`src/include/mandel_config.svh`:
```
`ifndef MANDEL_CONFIG_SVH
`define MANDEL_CONFIG_SVH

////////////////////////////////////////////////////////////////////////////
// Frame geometry
////////////////////////////////////////////////////////////////////////////

`define SCREEN_W      32
`define SCREEN_H      24
`define COORD_W       10

////////////////////////////////////////////////////////////////////////////
// Fixed point and complex plane
////////////////////////////////////////////////////////////////////////////

// Signed, 4 integer bits and 14 fraction bits
`define FIX_W         18
`define FIX_FRAC      14

// Pixel 0,0 sits at (-2.0, 1.125), raw fixed-point values
`define RE_MIN        (-32768)
`define IM_MAX        18432
// 0.09375 per pixel in both directions
`define RE_STEP       1536
`define IM_STEP       1536

// Escape test
`define ITER_MAX      31
`define ITER_W        10
`define ESCAPE_LIMIT  (4 << `FIX_FRAC)

////////////////////////////////////////////////////////////////////////////
// Video memory and write window
////////////////////////////////////////////////////////////////////////////

// One byte per pixel, 1024-byte row stride
`define VIDEO_BASE    32'h0800_0000
`define ROW_SHIFT     10

// Cycles the window stays open after a sync rises
`define VS_HOLD       40
`define HS_HOLD       6

`define FIFO_DEPTH    8
`define FIFO_AW       3

`endif

```
`src/source/mandel_pkg.sv`:
```
`include "mandel_config.svh"

package mandel_pkg;

   ////////////////////////////////////////////////////////////////////////////
   // Data types
   ////////////////////////////////////////////////////////////////////////////

   // Point c of the plane being iterated
   typedef struct packed {
      logic signed [`FIX_W-1:0] re;
      logic signed [`FIX_W-1:0] im;
   } plane_point_t;

   // One byte-wide write to video memory
   typedef struct packed {
      logic [31:0] addr;
      logic [7:0]  data;
   } video_write_t;

   ////////////////////////////////////////////////////////////////////////////
   // FSM states
   ////////////////////////////////////////////////////////////////////////////

   // Iterator: clear z, iterate, then hold the result for the FIFO
   typedef enum logic [1:0] {
      ITER_LOAD,
      ITER_RUN,
      ITER_PUSH
   } iterator_state_t;

   // Writer: wait for data and window, then wait for the bus acknowledge
   typedef enum logic {
      WR_IDLE,
      WR_WAIT_ACK
   } writer_state_t;

endpackage

```
`src/source/mandel_iterator.sv`:
```
`timescale 1ns/100ps
`include "mandel_config.svh"

module mandel_iterator (
   input  logic                CLOCK2_50,
   input  logic                reset,
   input  logic                full,
   output logic                push,
   output logic [`ITER_W-1:0]  count
);

   localparam int FW = `FIX_W;

   localparam logic [`COORD_W-1:0] X_LAST = `COORD_W'(`SCREEN_W - 1);
   localparam logic [`COORD_W-1:0] Y_LAST = `COORD_W'(`SCREEN_H - 1);
   localparam logic [`ITER_W-1:0]  LIMIT  = `ITER_W'(`ITER_MAX);
   localparam logic signed [FW:0]  ESCAPE = (FW + 1)'(`ESCAPE_LIMIT);

   localparam mandel_pkg::plane_point_t START_POINT = '{
      re: FW'(`RE_MIN),
      im: FW'(`IM_MAX)
   };

   // Full-width product, shifted back to the fixed-point scale
   function automatic logic signed [FW-1:0] fix_mul(
      input logic signed [FW-1:0] a,
      input logic signed [FW-1:0] b
   );
      logic signed [2*FW-1:0] p;
      p = a * b;
      return FW'(p >>> `FIX_FRAC);
   endfunction

   mandel_pkg::iterator_state_t state;
   mandel_pkg::plane_point_t    c;

   logic [`COORD_W-1:0] x;
   logic [`COORD_W-1:0] y;

   // z and its squares for the current iteration
   logic signed [FW-1:0] zr;
   logic signed [FW-1:0] zi;
   logic signed [FW-1:0] zr2;
   logic signed [FW-1:0] zi2;

   logic signed [FW-1:0] zri;
   logic signed [FW-1:0] zr_next;
   logic signed [FW-1:0] zi_next;
   logic signed [FW-1:0] zr2_next;
   logic signed [FW-1:0] zi2_next;
   logic signed [FW:0]   mag_next;
   logic                 escape;

   logic [`ITER_W-1:0] iter;
   logic [`ITER_W-1:0] iter_next;
   logic               run_done;

   ////////////////////////////////////////////////////////////////////////////
   // One z^2 + c step per cycle
   ////////////////////////////////////////////////////////////////////////////

   always_comb begin
      zri      = fix_mul(zr, zi);
      zr_next  = zr2 - zi2 + c.re;
      zi_next  = (zri <<< 1) + c.im;
      zr2_next = fix_mul(zr_next, zr_next);
      zi2_next = fix_mul(zi_next, zi_next);
      // Sum one bit wider so 4.0 and above cannot wrap
      mag_next = {zr2_next[FW-1], zr2_next} + {zi2_next[FW-1], zi2_next};
      escape   = mag_next > ESCAPE;
   end

   assign iter_next = iter + 1'b1;
   assign run_done  = escape || (iter_next == LIMIT);
   assign push      = (state == mandel_pkg::ITER_PUSH);

   // Control and coordinate stepper
   always_ff @(posedge CLOCK2_50) begin
      if (reset) begin
         state <= mandel_pkg::ITER_LOAD;
         x     <= '0;
         y     <= '0;
         c     <= START_POINT;
      end else begin
         case (state)
            mandel_pkg::ITER_LOAD: begin
               state <= mandel_pkg::ITER_RUN;
            end
            mandel_pkg::ITER_RUN: begin
               if (run_done) begin
                  state <= mandel_pkg::ITER_PUSH;
               end
            end
            mandel_pkg::ITER_PUSH: begin
               // Count taken by the FIFO, move to the next pixel
               if (!full) begin
                  state <= mandel_pkg::ITER_LOAD;
                  if (x == X_LAST) begin
                     x    <= '0;
                     c.re <= FW'(`RE_MIN);
                     if (y == Y_LAST) begin
                        y    <= '0;
                        c.im <= FW'(`IM_MAX);
                     end else begin
                        y    <= y + 1'b1;
                        c.im <= c.im - FW'(`IM_STEP);
                     end
                  end else begin
                     x    <= x + 1'b1;
                     c.re <= c.re + FW'(`RE_STEP);
                  end
               end
            end
            default: begin
               state <= mandel_pkg::ITER_LOAD;
            end
         endcase
      end
   end

   // Datapath
   always_ff @(posedge CLOCK2_50) begin
      case (state)
         mandel_pkg::ITER_LOAD: begin
            zr   <= '0;
            zi   <= '0;
            zr2  <= '0;
            zi2  <= '0;
            iter <= '0;
         end
         mandel_pkg::ITER_RUN: begin
            zr   <= zr_next;
            zi   <= zi_next;
            zr2  <= zr2_next;
            zi2  <= zi2_next;
            iter <= iter_next;
            if (run_done) begin
               count <= iter_next;
            end
         end
         default: begin
         end
      endcase
   end

   // Result offered to the FIFO is always inside the limit
   a_count_in_range: assert property (
      @(posedge CLOCK2_50) disable iff (reset)
      push |-> (count <= LIMIT)
   );

endmodule

```
`src/source/iteration_fifo.sv`:
```
`timescale 1ns/100ps
`include "mandel_config.svh"

module iteration_fifo (
   input  logic                CLOCK2_50,
   input  logic                reset,
   input  logic                push,
   input  logic [`ITER_W-1:0]  push_count,
   input  logic                pop,
   output logic [`ITER_W-1:0]  head_count,
   output logic                empty,
   output logic                full
);

   localparam logic [`FIFO_AW-1:0] PTR_LAST = `FIFO_AW'(`FIFO_DEPTH - 1);
   localparam logic [`FIFO_AW:0]   FILL_MAX = (`FIFO_AW + 1)'(`FIFO_DEPTH);

   // Pointer advance with wrap at the last entry
   function automatic logic [`FIFO_AW-1:0] ptr_step(input logic [`FIFO_AW-1:0] p);
      if (p == PTR_LAST) begin
         return '0;
      end
      return p + 1'b1;
   endfunction

   logic [`ITER_W-1:0]  mem [`FIFO_DEPTH];
   logic [`FIFO_AW-1:0] wr_ptr;
   logic [`FIFO_AW-1:0] rd_ptr;
   logic [`FIFO_AW:0]   fill;

   logic wr_en;
   logic rd_en;

   assign wr_en = push && !full;
   assign rd_en = pop && !empty;

   assign empty = (fill == '0);
   assign full  = (fill == FILL_MAX);

   // Show-ahead read
   assign head_count = mem[rd_ptr];

   always_ff @(posedge CLOCK2_50) begin
      if (wr_en) begin
         mem[wr_ptr] <= push_count;
      end
   end

   always_ff @(posedge CLOCK2_50) begin
      if (reset) begin
         wr_ptr <= '0;
         rd_ptr <= '0;
         fill   <= '0;
      end else begin
         if (wr_en) begin
            wr_ptr <= ptr_step(wr_ptr);
         end
         if (rd_en) begin
            rd_ptr <= ptr_step(rd_ptr);
         end
         case ({wr_en, rd_en})
            2'b10:   fill <= fill + 1'b1;
            2'b01:   fill <= fill - 1'b1;
            default: fill <= fill;
         endcase
      end
   end

   ////////////////////////////////////////////////////////////////////////////
   // Handshake checks
   ////////////////////////////////////////////////////////////////////////////

   // Writer only pops a count it can see
   a_no_pop_empty: assert property (
      @(posedge CLOCK2_50) disable iff (reset)
      pop |-> !empty
   );

   // A push refused while full stays offered with the same count
   a_no_push_full: assert property (
      @(posedge CLOCK2_50) disable iff (reset)
      (push && full) |=> (push && $stable(push_count) && (wr_ptr == $past(wr_ptr)))
   );

endmodule

```
`src/source/pixel_writer.sv`:
```
`timescale 1ns/100ps
`include "mandel_config.svh"

module pixel_writer (
   input  logic                      CLOCK2_50,
   input  logic                      reset,
   input  logic                      vga_hs,
   input  logic                      vga_vs,
   input  logic                      empty,
   input  logic [`ITER_W-1:0]        head_count,
   input  logic                      bus_ack,
   output logic                      pop,
   output logic                      bus_write,
   output mandel_pkg::video_write_t  bus_req
);

   localparam int HOLD_MAX = (`VS_HOLD > `HS_HOLD) ? `VS_HOLD : `HS_HOLD;
   localparam int HOLD_W   = $clog2(HOLD_MAX + 1);

   // Index 1 is vertical sync, index 0 horizontal
   localparam logic [1:0][HOLD_W-1:0] HOLD_LEN = {HOLD_W'(`VS_HOLD), HOLD_W'(`HS_HOLD)};

   localparam logic [`COORD_W-1:0] X_LAST = `COORD_W'(`SCREEN_W - 1);
   localparam logic [`COORD_W-1:0] Y_LAST = `COORD_W'(`SCREEN_H - 1);

   mandel_pkg::writer_state_t state;

   logic [1:0]              sync_now;
   logic [1:0]              sync_last;
   logic [1:0]              sync_rise;
   logic [1:0]              sync_hold;
   logic [1:0][HOLD_W-1:0]  hold_left;
   logic                    window_open;

   logic [`COORD_W-1:0] x;
   logic [`COORD_W-1:0] y;
   logic [31:0]         pixel_addr;
   logic [7:0]          colour;
   logic                launch;

   ////////////////////////////////////////////////////////////////////////////
   // Blanking window from the VGA syncs
   ////////////////////////////////////////////////////////////////////////////

   assign sync_now  = {vga_vs, vga_hs};
   assign sync_rise = sync_now & ~sync_last;

   always_comb begin
      for (int i = 0; i < 2; i++) begin
         sync_hold[i] = (hold_left[i] != '0);
      end
   end

   // Open while a sync is low, and for a while after it rises
   assign window_open = |(~sync_now | sync_rise | sync_hold);

   always_ff @(posedge CLOCK2_50) begin
      if (reset) begin
         // Start as if both syncs were high, no edge until one is seen low
         sync_last <= 2'b11;
         hold_left <= '0;
      end else begin
         sync_last <= sync_now;
         for (int i = 0; i < 2; i++) begin
            if (sync_rise[i]) begin
               hold_left[i] <= HOLD_LEN[i] - 1'b1;
            end else if (hold_left[i] != '0) begin
               hold_left[i] <= hold_left[i] - 1'b1;
            end
         end
      end
   end

   ////////////////////////////////////////////////////////////////////////////
   // Colour map and address
   ////////////////////////////////////////////////////////////////////////////

   // White, red, green, black
   always_comb begin
      case (head_count[1:0])
         2'd3:    colour = 8'hff;
         2'd2:    colour = 8'he0;
         2'd1:    colour = 8'h1c;
         default: colour = 8'h00;
      endcase
   end

   assign pixel_addr = `VIDEO_BASE + 32'(x) + (32'(y) << `ROW_SHIFT);

   ////////////////////////////////////////////////////////////////////////////
   // Bus write FSM
   ////////////////////////////////////////////////////////////////////////////

   assign launch = (state == mandel_pkg::WR_IDLE) && !empty && window_open;
   assign pop    = launch;

   always_ff @(posedge CLOCK2_50) begin
      if (reset) begin
         state     <= mandel_pkg::WR_IDLE;
         bus_write <= 1'b0;
         x         <= '0;
         y         <= '0;
      end else begin
         case (state)
            mandel_pkg::WR_IDLE: begin
               if (launch) begin
                  state     <= mandel_pkg::WR_WAIT_ACK;
                  bus_write <= 1'b1;
                  // Next pixel in raster order
                  if (x == X_LAST) begin
                     x <= '0;
                     y <= (y == Y_LAST) ? '0 : y + 1'b1;
                  end else begin
                     x <= x + 1'b1;
                  end
               end
            end
            mandel_pkg::WR_WAIT_ACK: begin
               if (bus_ack) begin
                  state     <= mandel_pkg::WR_IDLE;
                  bus_write <= 1'b0;
               end
            end
            default: begin
               state     <= mandel_pkg::WR_IDLE;
               bus_write <= 1'b0;
            end
         endcase
      end
   end

   always_ff @(posedge CLOCK2_50) begin
      if (launch) begin
         bus_req <= '{addr: pixel_addr, data: colour};
      end
   end

   // Request holds until the bus acknowledges it
   a_req_held: assert property (
      @(posedge CLOCK2_50) disable iff (reset)
      (bus_write && !bus_ack) |=> (bus_write && $stable(bus_req))
   );

endmodule

```
`src/source/mandel_frame_top.sv`:
```
`timescale 1ns/100ps
`include "mandel_config.svh"

module mandel_frame_top (
   input  logic                      CLOCK2_50,
   input  logic                      reset,
   input  logic                      vga_hs,
   input  logic                      vga_vs,
   input  logic                      bus_ack,
   output logic                      bus_write,
   output mandel_pkg::video_write_t  bus_req
);

   // Iterator to FIFO
   logic               push;
   logic [`ITER_W-1:0] push_count;
   logic               full;

   // FIFO to writer
   logic [`ITER_W-1:0] head_count;
   logic               empty;
   logic               pop;

   mandel_iterator iterator0 (
      .CLOCK2_50  (CLOCK2_50),
      .reset      (reset),
      .full       (full),
      .push       (push),
      .count      (push_count)
   );

   iteration_fifo fifo0 (
      .CLOCK2_50  (CLOCK2_50),
      .reset      (reset),
      .push       (push),
      .push_count (push_count),
      .pop        (pop),
      .head_count (head_count),
      .empty      (empty),
      .full       (full)
   );

   pixel_writer writer0 (
      .CLOCK2_50  (CLOCK2_50),
      .reset      (reset),
      .vga_hs     (vga_hs),
      .vga_vs     (vga_vs),
      .empty      (empty),
      .head_count (head_count),
      .bus_ack    (bus_ack),
      .pop        (pop),
      .bus_write  (bus_write),
      .bus_req    (bus_req)
   );

endmodule

```
`config.mk`:
```
export PLATFORM = sky130hd
export DESIGN_NAME = mandel_frame_top
export DESIGN_NICKNAME = d
export VERILOG_FILES = /design/src/source/mandel_pkg.sv /design/src/source/mandel_iterator.sv /design/src/source/iteration_fifo.sv /design/src/source/pixel_writer.sv /design/src/source/mandel_frame_top.sv
export VERILOG_INCLUDE_DIRS = /design/src /design/src/include
export SDC_FILE = /design/constraint.sdc
export NUM_CORES = 2
export LEC_CHECK = 0
export BUFFER_PORTS_ARGS = -buffer_cell sky130_fd_sc_hd__buf_2
export CORE_UTILIZATION = 50
export CTS_CLUSTER_DIAMETER = 80
export DETAILED_ROUTE_END_ITERATION = 8
export PLACE_DENSITY = 0.64
export SETUP_SLACK_MARGIN = 0.2
export SLEW_MARGIN = 5
export SYNTH_ARGS = -nofsm -noshare
export SYNTH_HDL_FRONTEND = slang
export SYNTH_SLANG_ARGS = --single-unit
```
`constraint.sdc`:
```
create_clock -name CLOCK2_50 -period 20.7 [get_ports CLOCK2_50]
set_input_delay 4.14 -clock CLOCK2_50 [delete_from_list [all_inputs] [get_ports CLOCK2_50]]
set_output_delay 4.14 -clock CLOCK2_50 [all_outputs]
set_load 0.02 [all_outputs]
```
==> out/qor.yml <==
r2r-start: "iterator0.zi[3]$_SDFFCE_PN0P_"
detailedPlace.worstSlack_ns: 3.681
synth.area.top_cells: "fa_1, ha_1, inv_1, edfxtp_1, dfxtp_1"
path_clk_slew_ns: 0.06
drt-pass1-iter-count: 5
syn-cell-area_sq_um: 39380
synth_cells: 4155
regArea_sq_um: 5445
synth_ff_type: "edfxtp_1"
hpwlAfterDp_um: 73520
cts_buffer_depth: 3
syn2layout_area_growth_pct: 5.824
met1_length_um: 39770
reg2regPathDepth: 66
fillCellCount: 7113
slew_headroom_pct: 13.97
via_per_inst: 5.057
cts.sinks: 211
finalCritPeriodShare_pct: 82.94
routedWlPerCell_um: 17.29
met2RoutedLength_um: 43410
cp_max_fo: 19
cap_violations: 0
post_cts_resize_count: 0
top_layer_used: "met4"
dr.first_iter.drc_count: 1380
start_util_pct: 50.67
end_kind: "flop"
avgSynthCellArea_sq_um: 9.478
clock.fmax_mhz: 58.25
gr-usage-all-layers_pct: 24.23
cpPeakStageDelay_ns: 0.66
grt-ovfl-total: 0
crit_type: "reg -> reg"
maxSlewViolCount: 0
critical_path_buf_inv_count: 12
num_rows: 102
ctsHoldBuffers: 0
finalWeightedCongestion: 0.9013
synthArstFlopShare_pct: 0
die_area_sq_um: 79890
cts_made_buffers: 25
multi_input_area_sq_um: 29420
worst_pin_slew_ns: 1.286
grt_max_degree: 45
die_width_um: 282.6
startpoint_type: "flop"
synth_commonest_cells: "inv_1, fa_1, nand2_1, ha_1, nor2_1"
fin_skew_ns: 0.01968
tns_ns: 0
ys_types: 75
post-route-drc-count: 0
critPathTopFamily: "adder cells"
setup_ws_ns: 3.532
antenna_found_initial: 1
grt_pass1_wl_um: 150500
synth_top_area_cell: "fa_1"
critPathArrivalTime_ns: 17.44
hold_viol: 0
hp-class: "reg -> reg"
nets: 5333
rsz0062_at_grt: "no"
met3WireLength_um: 5239
htreeDepth: 1
root_buffer: "clkbuf_16"
hold-path-cell-count: 2
yosys_register_bits: 211
io_pins: 46
outcome: "complete, no violations"
holdPathEnd: "iterator0.x[1]$_SDFFE_PP0P_"
die_height_um: 282.6
yosysWarnings: 0
portBuffers: 33
ys_seq_area_share_pct: 13.83
synth.most_common_cell: "inv_1"
via_count: 26490
fin_crit_ns: 17.17
cp.required_ns: 20.97
netlist.area_leader.share_pct: 41.03
grt_pass1_vias: 28550
core_area_sq_um: 77720
finalSetupViolations: 0
slowest_stage: "edfxtp_1"
synth_edf_count: 122
cts_tree: "yes"
crit_top_cell: "fa_1"
cts_setup_buffers: 0
routed_wl_um: 90550
detail-route-antenna-nets: 0
min_from: "iterator0.x[1]$_SDFFE_PP0P_"
r2r-end: "iterator0.count[1]$_DFFE_PP_"
clk_latency_ns: 0.56
layout-drive-gt1-share_pct: 3.813
reg2reg_setup_slack_ns: 3.53
[metrics by stage]
stage	cells	cell area, sq um	utilization (%)	hold WS [ns]
after floorplan	4189	39510	-	0.4413
after global placement	5190	40820	52.53	0.4630
after detailed placement	5190	40820	52.53	0.4657
after CTS	5236	41670	53.61	0.4798
after global routing	5236	41670	53.61	0.4967
final	5238	41670	53.62	0.4755
[layout make-up]
class	instances	share of cell area, %
antenna	2	0.01201
clock buffer	33	1.774
clock inverter	13	0.2492
inverter	1108	9.983
multi-input combinational	2754	70.60
sequential	211	13.07
tap	1040	3.123
timing repair buffer	77	1.189
[metal layers]
| metal | global-route usage [%] | up-vias |
|---|---|---|
| met5 | 0 | - |
| met4 | 5.793 | 0 |
| met3 | 3.345 | 133 |
| met2 | 40.21 | 671 |
| met1 | 33.58 | 13320 |
| li1 | - | 12360 |
[cell usage in the layout (no fill, tap or decap), drive strengths merged, types with 88 or more instances in the layout]
| cell type | n |
|---|---|
| inv | 1099 |
| fa | 807 |
| nand2 | 363 |
| ha | 344 |
| nor2 | 323 |
| and2 | 204 |
| xnor2 | 140 |
| edfxtp | 122 |
| dfxtp | 89 |
| a21oi | 88 |
[worst max-delay path by stage]
stage / startpoint / endpoint / slack, ns / cells after the start
after CTS: iterator0.zi[3]$_SDFFCE_PN0P_ / iterator0.count[0]$_DFFE_PP_ / 3.63 / 66
after floorplan: iterator0.zr[10]$_SDFFCE_PN0P_ / iterator0.count[0]$_DFFE_PP_ / 5.62 / 65
after detailed placement: iterator0.zi[3]$_SDFFCE_PN0P_ / iterator0.count[0]$_DFFE_PP_ / 3.68 / 66
after global placement: iterator0.zi[3]$_SDFFCE_PN0P_ / iterator0.count[0]$_DFFE_PP_ / 4.07 / 66
final: iterator0.zi[3]$_SDFFCE_PN0P_ / iterator0.count[1]$_DFFE_PP_ / 3.53 / 66
after global routing: iterator0.zi[3]$_SDFFCE_PN0P_ / iterator0.count[1]$_DFFE_PP_ / 2.51 / 66
[flip-flops by register name, indices dropped and copies added (netlist names), named ones only]
name               count
iterator0.y           10
iterator0.state        2
iterator0.c           18
writer0.bus_req       23
iterator0.x           10
iterator0.zr          18
fifo0.wr_ptr           3
writer0.bus_write      1
iterator0.zr2         18
writer0.state          1
writer0.x             10
iterator0.iter        10
iterator0.zi2         18
writer0.hold_left     12
iterator0.count        2
writer0.sync_last      2
fifo0.fill             4
iterator0.zi          17
fifo0.rd_ptr           3
fifo0.mem             16
writer0.y             10
[worst reg2reg max path: cells and delay by family, from the launching register on]
kind,cells,cell delay (ns)
simple gates,11,2.17
xor+xnor,3,0.54
flops,1,0.66
fa+ha+maj,16,7.36
compound gates,24,5.03
buf+inv,12,1.08
[cells by family after synthesis]
kind of cell	share of synthesized area [%]
buf+inv	11.85
fa+ha+maj	51.96
simple gates	12.65
compound gates	4.353
xor+xnor	4.849
flops	13.83
mux	0.5052
other cells	0.01907
Power is not shown: default switching activity piles up to over one toggle a cycle in this logic, so the estimate is an artifact.
